File: src/hw/dpPkg.sv
package dpPkg;

	// datapath word width, the top level passes it down as a parameter
	localparam int dataWidth = 16;

	// register bank geometry
	localparam int regCount = 8;
	localparam int regNumWidth = $clog2(regCount);

	// word memory depth is 2**memAddrWidth
	localparam int memAddrWidth = 8;

	// constant source on bus1, used for the pc increment
	localparam int pcStep = 2;

	// bus1 source select
	localparam logic [2:0] bus1Pc = 3'd0;
	localparam logic [2:0] bus1Const = 3'd1;
	localparam logic [2:0] bus1Reg = 3'd2;
	localparam logic [2:0] bus1Mdr = 3'd3;
	localparam logic [2:0] bus1AluOut = 3'd4;

	// alu opcodes, 6 and 7 are unused
	localparam logic [2:0] opAdd = 3'd0;
	localparam logic [2:0] opSub = 3'd1;
	localparam logic [2:0] opOr = 3'd2;
	localparam logic [2:0] opAnd = 3'd3;
	localparam logic [2:0] opCmp = 3'd4;
	localparam logic [2:0] opMns = 3'd5;

	// where the register bank takes its register number from
	localparam logic [1:0] regNumExt = 2'd0;
	localparam logic [1:0] regNumA = 2'd1;
	localparam logic [1:0] regNumB = 2'd2;
	localparam logic [1:0] regNumC = 2'd3;

	// bit positions in the flags vector, jumpSel uses the same numbering
	localparam int flagMinus = 3;
	localparam int flagZero = 2;
	localparam int flagOverflow = 1;
	localparam int flagCarry = 0;

	// instruction word, seen as register fields or as a jump with a sense bit
	typedef union packed {
		struct packed {
			logic [2:0] regA;
			logic [2:0] regB;
			logic [2:0] midBits;
			logic [2:0] regC;
			logic [3:0] lowBits;
		} regForm;
		struct packed {
			logic [7:0] highBits;
			logic       sense;
			logic [6:0] lowBits;
		} jumpForm;
	} instrWordT;

endpackage

File: src/hw/aluUnit.sv
`timescale 1ns/1ps

module aluUnit import dpPkg::*; #(
	parameter int dataWidth = dpPkg::dataWidth
) (
	input  logic [2:0]           aluOp,
	input  logic [dataWidth-1:0] opA,
	input  logic [dataWidth-1:0] opB,
	output logic [dataWidth-1:0] result,
	output logic                 carryOut,
	output logic                 carryIntoTop
);

	logic [dataWidth-1:0] addA;
	logic [dataWidth-1:0] addB;
	logic                 addCin;
	logic                 useAdder;
	logic [dataWidth-1:0] logicRes;
	logic [dataWidth-1:0] lowSum;
	logic [1:0]           topSum;

	// operand setup, subtraction is a + ~b + 1
	always_comb begin
		addA = opA;
		addB = opB;
		addCin = 1'b0;
		useAdder = 1'b1;
		logicRes = '0;
		case (aluOp)
			opAdd: addCin = 1'b0;
			// cmp computes the same difference, it is only there for the flags
			opSub, opCmp: begin
				addB = ~opB;
				addCin = 1'b1;
			end
			opMns: begin
				addA = '0;
				addB = ~opB;
				addCin = 1'b1;
			end
			opOr: begin
				useAdder = 1'b0;
				logicRes = opA | opB;
			end
			opAnd: begin
				useAdder = 1'b0;
				logicRes = opA & opB;
			end
			default: useAdder = 1'b0;
		endcase
	end

	// low bits first, so the carry into the sign bit is visible
	assign lowSum = {1'b0, addA[dataWidth-2:0]} + {1'b0, addB[dataWidth-2:0]}
		+ {{(dataWidth-1){1'b0}}, addCin};
	assign topSum = {1'b0, addA[dataWidth-1]} + {1'b0, addB[dataWidth-1]}
		+ {1'b0, lowSum[dataWidth-1]};

	// logic ops report no carries
	assign result = useAdder ? {topSum[0], lowSum[dataWidth-2:0]} : logicRes;
	assign carryOut = useAdder & topSum[1];
	assign carryIntoTop = useAdder & lowSum[dataWidth-1];

endmodule

File: src/hw/regBank.sv
`timescale 1ns/1ps

module regBank import dpPkg::*; #(
	parameter int dataWidth = dpPkg::dataWidth
) (
	input  logic                   clk,
	input  logic                   rstN,
	input  logic [1:0]             regNumSrc,
	input  logic [regNumWidth-1:0] regNum,
	input  instrWordT              irValue,
	input  logic                   regWrite,
	input  logic                   regWdSrc,
	input  logic [dataWidth-1:0]   bus1,
	input  logic [dataWidth-1:0]   bus2,
	output logic [dataWidth-1:0]   readData
);

	logic [dataWidth-1:0]   regs [regCount];
	logic [regNumWidth-1:0] regSel;
	logic [dataWidth-1:0]   writeData;

	// register number from outside or from one of the IR fields
	always_comb begin
		case (regNumSrc)
			regNumA: regSel = irValue.regForm.regA;
			regNumB: regSel = irValue.regForm.regB;
			regNumC: regSel = irValue.regForm.regC;
			default: regSel = regNum;
		endcase
	end

	// 0 takes bus1, 1 takes the alu result
	assign writeData = regWdSrc ? bus2 : bus1;

	always_ff @(posedge clk or negedge rstN) begin
		if (!rstN) begin
			for (int i = 0; i < regCount; i++) begin
				regs[i] <= '0;
			end
		end else if (regWrite) begin
			regs[regSel] <= writeData;
		end
	end

	// read port feeds the bus1 mux, same register as the write
	assign readData = regs[regSel];

	// an X number here would corrupt an unknown register
	regSelKnown: assert property (@(posedge clk) disable iff (!rstN)
		regWrite |-> !$isunknown(regSel));

endmodule

File: src/hw/statusFlags.sv
`timescale 1ns/1ps

module statusFlags import dpPkg::*; #(
	parameter int dataWidth = dpPkg::dataWidth
) (
	input  logic                 clk,
	input  logic                 rstN,
	input  logic                 flagWrite,
	input  logic [dataWidth-1:0] result,
	input  logic                 carryOut,
	input  logic                 carryIntoTop,
	input  logic                 jumpEn,
	input  logic [1:0]           jumpSel,
	input  instrWordT            irValue,
	output logic [3:0]           flags,
	output logic                 jumpTaken
);

	logic [3:0] flagsNext;
	logic       selFlag;

	// candidate flags straight from the alu outputs
	always_comb begin
		flagsNext = '0;
		flagsNext[flagMinus] = result[dataWidth-1];
		flagsNext[flagZero] = ~|result;
		// signed overflow when the carries into and out of the sign bit differ
		flagsNext[flagOverflow] = carryIntoTop ^ carryOut;
		flagsNext[flagCarry] = carryOut;
	end

	// all four flags load together
	always_ff @(posedge clk or negedge rstN) begin
		if (!rstN) begin
			flags <= '0;
		end else if (flagWrite) begin
			flags <= flagsNext;
		end
	end

	// jumpSel uses the flag bit numbering directly
	assign selFlag = flags[jumpSel];

	// jump when the stored flag equals the sense bit of IR
	assign jumpTaken = jumpEn & (selFlag ~^ irValue.jumpForm.sense);

endmodule

File: src/hw/memBank.sv
`timescale 1ns/1ps

module memBank import dpPkg::*; #(
	parameter int dataWidth = dpPkg::dataWidth,
	parameter int memAddrWidth = dpPkg::memAddrWidth
) (
	input  logic                    clk,
	input  logic                    memWrite,
	input  logic [memAddrWidth-1:0] addr,
	input  logic [dataWidth-1:0]    writeData,
	output logic [dataWidth-1:0]    readData
);

	// one word per address
	logic [dataWidth-1:0] mem [2**memAddrWidth];

	// write from MDR at the edge
	always_ff @(posedge clk) begin
		if (memWrite) begin
			mem[addr] <= writeData;
		end
	end

	// asynchronous read, MDR picks it up through its source mux
	assign readData = mem[addr];

	// MAR must hold a real address before a write
	memAddrKnown: assert property (@(posedge clk)
		memWrite |-> !$isunknown(addr));

endmodule

File: src/hw/specialRegs.sv
`timescale 1ns/1ps

module specialRegs import dpPkg::*; #(
	parameter int dataWidth = dpPkg::dataWidth
) (
	input  logic                 clk,
	input  logic                 rstN,
	input  logic [dataWidth-1:0] bus1,
	input  logic [dataWidth-1:0] bus2,
	input  logic [dataWidth-1:0] memData,
	input  logic                 jumpTaken,
	input  logic                 pcWrite,
	input  logic                 marWrite,
	input  logic                 marSrc,
	input  logic                 mdrWrite,
	input  logic                 mdrSrc,
	input  logic                 irWrite,
	input  logic                 tWrite,
	input  logic                 aluOutWrite,
	output logic [dataWidth-1:0] pcValue,
	output logic [dataWidth-1:0] marValue,
	output logic [dataWidth-1:0] mdrValue,
	output instrWordT            irValue,
	output logic [dataWidth-1:0] tValue,
	output logic [dataWidth-1:0] aluOutValue
);

	logic                 pcLoad;
	logic [dataWidth-1:0] marNext;
	logic [dataWidth-1:0] mdrNext;

	// pc takes bus2 on an explicit write or on a taken jump
	assign pcLoad = pcWrite | jumpTaken;

	// MAR: 0 is bus1, 1 is bus2
	assign marNext = marSrc ? bus2 : bus1;

	// MDR: 0 is bus2, 1 is the memory read word
	assign mdrNext = mdrSrc ? memData : bus2;

	always_ff @(posedge clk or negedge rstN) begin
		if (!rstN) begin
			pcValue <= '0;
			marValue <= '0;
			mdrValue <= '0;
			irValue <= '0;
			tValue <= '0;
			aluOutValue <= '0;
		end else begin
			if (pcLoad) begin
				pcValue <= bus2;
			end
			if (marWrite) begin
				marValue <= marNext;
			end
			if (mdrWrite) begin
				mdrValue <= mdrNext;
			end
			// IR and T both load from bus1
			if (irWrite) begin
				irValue <= bus1;
			end
			if (tWrite) begin
				tValue <= bus1;
			end
			if (aluOutWrite) begin
				aluOutValue <= bus2;
			end
		end
	end

	// the alu result must be settled whenever pc takes it, jump loads included
	pcSrcKnown: assert property (@(posedge clk) disable iff (!rstN)
		pcLoad |-> !$isunknown(bus2));

endmodule

File: src/hw/datapathTop.sv
`timescale 1ns/1ps

module datapathTop import dpPkg::*; #(
	parameter int dataWidth = dpPkg::dataWidth,
	parameter int memAddrWidth = dpPkg::memAddrWidth
) (
	input  logic                   clk,
	input  logic                   rstN,
	input  logic [2:0]             bus1Sel,
	input  logic [2:0]             aluOp,
	input  logic [1:0]             regNumSrc,
	input  logic [regNumWidth-1:0] regNum,
	input  logic                   regWrite,
	input  logic                   regWdSrc,
	input  logic                   tWrite,
	input  logic                   irWrite,
	input  logic                   pcWrite,
	input  logic                   aluOutWrite,
	input  logic                   marWrite,
	input  logic                   marSrc,
	input  logic                   mdrWrite,
	input  logic                   mdrSrc,
	input  logic                   memWrite,
	input  logic                   flagWrite,
	input  logic                   jumpEn,
	input  logic [1:0]             jumpSel,
	output logic [dataWidth-1:0]   pcValue,
	output logic [dataWidth-1:0]   bus1,
	output logic [dataWidth-1:0]   bus2,
	output logic [3:0]             flags
);

	logic [dataWidth-1:0] regReadData;
	logic [dataWidth-1:0] marValue;
	logic [dataWidth-1:0] mdrValue;
	logic [dataWidth-1:0] tValue;
	logic [dataWidth-1:0] aluOutValue;
	logic [dataWidth-1:0] memReadData;
	logic [memAddrWidth-1:0] memAddr;
	instrWordT            irValue;
	logic                 carryOut;
	logic                 carryIntoTop;
	logic                 jumpTaken;
	logic                 aluUsed;

	// bus1 source mux over the five sources
	always_comb begin
		case (bus1Sel)
			bus1Pc:     bus1 = pcValue;
			bus1Const:  bus1 = dataWidth'(pcStep);
			bus1Reg:    bus1 = regReadData;
			bus1Mdr:    bus1 = mdrValue;
			bus1AluOut: bus1 = aluOutValue;
			default:    bus1 = '0;
		endcase
	end

	// memory is word addressed by the low bits of MAR
	assign memAddr = marValue[memAddrWidth-1:0];

	regBank #(.dataWidth(dataWidth)) uRegBank (
		.clk(clk), .rstN(rstN), .regNumSrc(regNumSrc), .regNum(regNum),
		.irValue(irValue), .regWrite(regWrite), .regWdSrc(regWdSrc),
		.bus1(bus1), .bus2(bus2), .readData(regReadData)
	);

	// bus2 is always the alu result of T on the left and bus1 on the right
	aluUnit #(.dataWidth(dataWidth)) uAlu (
		.aluOp(aluOp), .opA(tValue), .opB(bus1),
		.result(bus2), .carryOut(carryOut), .carryIntoTop(carryIntoTop)
	);

	statusFlags #(.dataWidth(dataWidth)) uFlags (
		.clk(clk), .rstN(rstN), .flagWrite(flagWrite), .result(bus2),
		.carryOut(carryOut), .carryIntoTop(carryIntoTop), .jumpEn(jumpEn),
		.jumpSel(jumpSel), .irValue(irValue), .flags(flags), .jumpTaken(jumpTaken)
	);

	memBank #(.dataWidth(dataWidth), .memAddrWidth(memAddrWidth)) uMem (
		.clk(clk), .memWrite(memWrite), .addr(memAddr),
		.writeData(mdrValue), .readData(memReadData)
	);

	specialRegs #(.dataWidth(dataWidth)) uSpecial (
		.clk(clk), .rstN(rstN), .bus1(bus1), .bus2(bus2), .memData(memReadData),
		.jumpTaken(jumpTaken), .pcWrite(pcWrite), .marWrite(marWrite),
		.marSrc(marSrc), .mdrWrite(mdrWrite), .mdrSrc(mdrSrc), .irWrite(irWrite),
		.tWrite(tWrite), .aluOutWrite(aluOutWrite), .pcValue(pcValue),
		.marValue(marValue), .mdrValue(mdrValue), .irValue(irValue),
		.tValue(tValue), .aluOutValue(aluOutValue)
	);

	// any strobe that samples bus2 or the alu carries this edge
	assign aluUsed = pcWrite || jumpTaken || aluOutWrite || flagWrite ||
		(regWrite && regWdSrc) || (marWrite && marSrc) || (mdrWrite && !mdrSrc);

	// the two spare opcodes must never reach a register
	aluOpLegal: assert property (@(posedge clk) disable iff (!rstN)
		aluUsed |-> aluOp <= opMns);

endmodule

File: config.mk
export PLATFORM = sky130hd
export DESIGN_NAME = datapathTop
export DESIGN_NICKNAME = d
export VERILOG_FILES = /design/src/hw/dpPkg.sv /design/src/hw/aluUnit.sv /design/src/hw/regBank.sv /design/src/hw/statusFlags.sv /design/src/hw/memBank.sv /design/src/hw/specialRegs.sv /design/src/hw/datapathTop.sv
export SDC_FILE = /design/constraint.sdc
export NUM_CORES = 2
export LEC_CHECK = 0
export BUFFER_PORTS_ARGS = -buffer_cell sky130_fd_sc_hd__buf_2
export CAP_MARGIN = 20
export CORE_MARGIN = 2
export CORE_UTILIZATION = 35
export DETAILED_ROUTE_END_ITERATION = 12
export SETUP_SLACK_MARGIN = 0.4
export SLEW_MARGIN = 15
export SYNTH_ARGS = -nofsm -noshare
export SYNTH_HDL_FRONTEND = slang
export SYNTH_SLANG_ARGS = --single-unit
File: constraint.sdc
create_clock -name clk -period 11.01 [get_ports clk]
set_input_delay 1.6515 -clock clk [delete_from_list [all_inputs] [get_ports clk]]
set_output_delay 1.6515 -clock clk [all_outputs]
set_load 0.01 [all_outputs]
==> impl_metrics.json <==
{
  "via_count": 81200,
  "netlist_area_um2": 168000,
  "crit_path_cell_trace": "buf_2 > mux4_2 > mux4_1 > mux2_2 > a21oi_2 > xnor2_1 > inv_1 > ha_1 > a21o_1 > a41oi_1 > and3_1 > a31oi_1 > nand3_1 > a211oi_1 > o31ai_1 > nor2b_1 > fa_1 > nor2_1 > a2111oi_0 > or2_2 > inv_1 > buf_2",
  "first_pass_iters": 9,
  "grt_pass1_wl_um": 631000,
  "rsz0062_at_grt": "no",
  "pin_count": 80,
  "setup_violations": 0,
  "clock-sinks": 4310,
  "ir_worst_vdd_v": 0.000231,
  "htree_levels": 5,
  "hp-class": "flop to flop",
  "grt_max_degree": 228,
  "pwr_density_cell_nw_per_um2": 234,
  "crit_family": "multiplexers",
  "clk_pin_slew_ps": 60,
  "violations": "design-rule violations",
  "max_stage_delay_ps": 920,
  "synth_fp_nets": 7513,
  "syn_avg_cell_area_um2": 22.5,
  "dp_slack_ps": 1470,
  "power_leakage_nw": 59.9,
  "fp-row-count": 254,
  "antenna_found_initial": 22,
  "crit_cells": 22,
  "cts_hold_buf": 0,
  "post_cts_buffers": 0,
  "crit_slowest_cell": "mux4_2",
  "cp-start-kind": "primary input",
  "synth-edff-count": 4096,
  "grt_pass1_vias": 81900,
  "cts_tree": "yes",
  "hold_viol_final": 0,
  "routed_wl_um": 447000,
  "die-height_um": 697,
  "async_reset_ff_share_pct": 4.97,
  "cp_max_fo": 29,
  "wl_per_cell_um": 30.4,
  "final_cell_area_um2": 192000,
  "max_freq_mhz": 104,
  "fillers": 41500,
  "synth_top_area_share_pct": 73.2,
  "nNetsFinal": 7971,
  "ant_nets": 0,
  "finalClockSkew_ps": 53.2,
  "slew_viol_final": 0,
  "synth.distinct_cells": 93,
  "r2r.worst_path.cells": 22,
  "post_dp_cell_area_um2": 179000,
  "place_hpwl_um": 257000,
  "startpoint": "regNumSrc[1]",
  "fin_cells": 14700,
  "worstPathArrival_ps": 8000,
  "placed_cells": 13900,
  "drive_gt1_share_pct": 32.9,
  "cts_root_buf": "clkbuf_16",
  "path_buf_inv": 4,
  "worstReg2RegStart": "uSpecial.irValue[4]",
  "gp_congestion": 0.854,
  "cts_buffers": 431,
  "fp.dieW_um": 697,
  "regArea_um2": 128000,
  "crit_end": "bus2[15]",
  "fin_tns_setup_ps": 0,
  "ys_seq_area_share_pct": 76.4,
  "initial_core_util_pct": 35.1,
  "ys_ff_latch": 4310,
  "clk_latency_ps": 1020,
  "cts_buffer_depth": 4,
  "end_kind": "primary output",
  "worst_slew_pin_slew_ps": 1270,
  "yosys.area.top_type": "edfxtp_1",
  "max_slew_margin_pct": 14.3,
  "holdWs_ps": 478,
  "critPathKind": "primary input to primary output",
  "status": "finished, violations left",
  "synth_flop_cell": "edfxtp_1",
  "timing.final.crit_share_pct": 87.7,
  "avgViaCountPerCell": 5.53,
  "first_iter_violations": 10400,
  "portBuffers": 79,
  "fin_crit_ps": 9650,
  "design.core.area_um2": 478000,
  "drc": 2,
  "grt-ovfl-total": 0,
  "die_area_um2": 486000,
  "syn_inst": 7469,
  "synth.yosys.warnings": 0,
  "multi_input_area_um2": 38300,
  "r2r_end": "uRegBank.regs[47]",
  "synthTopCellsByArea": "edfxtp_1 (73%), mux4_2 (18%), dfrtp_1 (3.2%)",
  "grtUsageTotal_pct": 17.9,
  "reg2reg_slack_ps": 3920,
  "hold_path_depth": 2,
  "area_delta_synth_final_pct": 14.4,
  "cap_violations": 0,
  "worst_slack_ps": 1360,
  "critPathRequiredTime_ps": 9360,
  "cts_resized": 0
}
[synthesized netlist by cell type (30+ instances only)]
master       n
mux4_2    1311
buf_1       56
mux2i_1     89
clkbuf_1   216
nor2_1     335
mux2_2      60
nand2_1    207
a22oi_1     30
dfrtp_1    214
inv_1       48
nand3_1     61
o21ai_0    156
buf_2      132
a21oi_1     82
edfxtp_1  4096
[where the power goes]
part | internal (mW) | switching, mW
Sequential | 20.5 | 0.811
Clock | 7.95 | 6.19
Combinational | 3.28 | 6.33
Total | 31.7 | 13.3
[cell families (layout without fill, tap and decap cells)]
group                      after synthesis  after routing  synth area share, %
DFF                                   4310           4310                 76.4
buffers and inverters                  486           1301                 1.28
xor gates and xnor gates                21             21                0.109
and+or+nand+nor                        736            736                 1.89
muxes                                 1464           1464                 18.5
adders and majority gates               22             22                0.165
other                                    0              6                    0
AOI/OAI and AO/OA                      430            430                 1.62
[worst register-to-register path, delay by kind of cell, from the launching register on]
kind	cells	cell delay, ps
simple gates	6	1440
fa+ha+maj	2	660
buf+inv	1	100
xor+xnor	1	240
compound gates	9	2350
mux	3	1830
flops	1	370
[layout make-up]
type	count	share of cell area [%]
Timing Repair Buffer	461	1.99
Tap cell	6400	4.17
Sequential cell	4310	66.8
Clock buffer	540	5.90
Multi-Input combinational cell	2673	19.9
Antenna cell	6	0.00781
Inverter	50	0.0976
Clock inverter	250	1.09
[state kept, by name (all words and copies together) (netlist names)]
name                  count
uRegBank.regs           128
uSpecial.irValue         10
uFlags.flags              4
uSpecial.marValue         8
uSpecial.pcValue         16
uSpecial.mdrValue        16
uSpecial.tValue          16
uSpecial.aluOutValue     16
uMem.mem               4096
[through the flow]
stage	util, %	total power, mW
after global placement	37.3	30.9
after CTS	40.1	45.3
final	40.2	45.0
after floorplan	-	27.2
after global routing	40.2	46.4
after detailed placement	37.3	31.2
[worst min path at each step]
stage	startpoint	to	slack, ps
after floorplan	uRegBank.regs[97]	uRegBank.regs[97]	440
after global placement	uRegBank.regs[49]	uRegBank.regs[49]	460
after detailed placement	uRegBank.regs[56]	uRegBank.regs[56]	470
after CTS	uRegBank.regs[56]	uRegBank.regs[56]	480
after global routing	uRegBank.regs[65]	uRegBank.regs[65]	500
final	uRegBank.regs[32]	uRegBank.regs[32]	480
[placed cells by master (no fill, tap or decap), types with 89 or more instances in the layout]
master	n
mux4_2	1311
edfxtp_1	4096
dfrtp_1	192
clkbuf_1	97
nor2_1	112
nand2_1	206
buf_4	335
nor2_2	203
o21ai_0	155
clkbuf_16	434
clkinv_1	105
mux2i_1	89
[layer usage]
layer	vias to the layer above	track usage, %	part of all wire (%)
met3	673	3.19	8.1
met2	3721	29.4	49
met5	-	0	0.0049
met4	4	5.03	2.9
met1	44300	24.7	40
li1	32500	-	-
(Power assumes the default switching activity.)
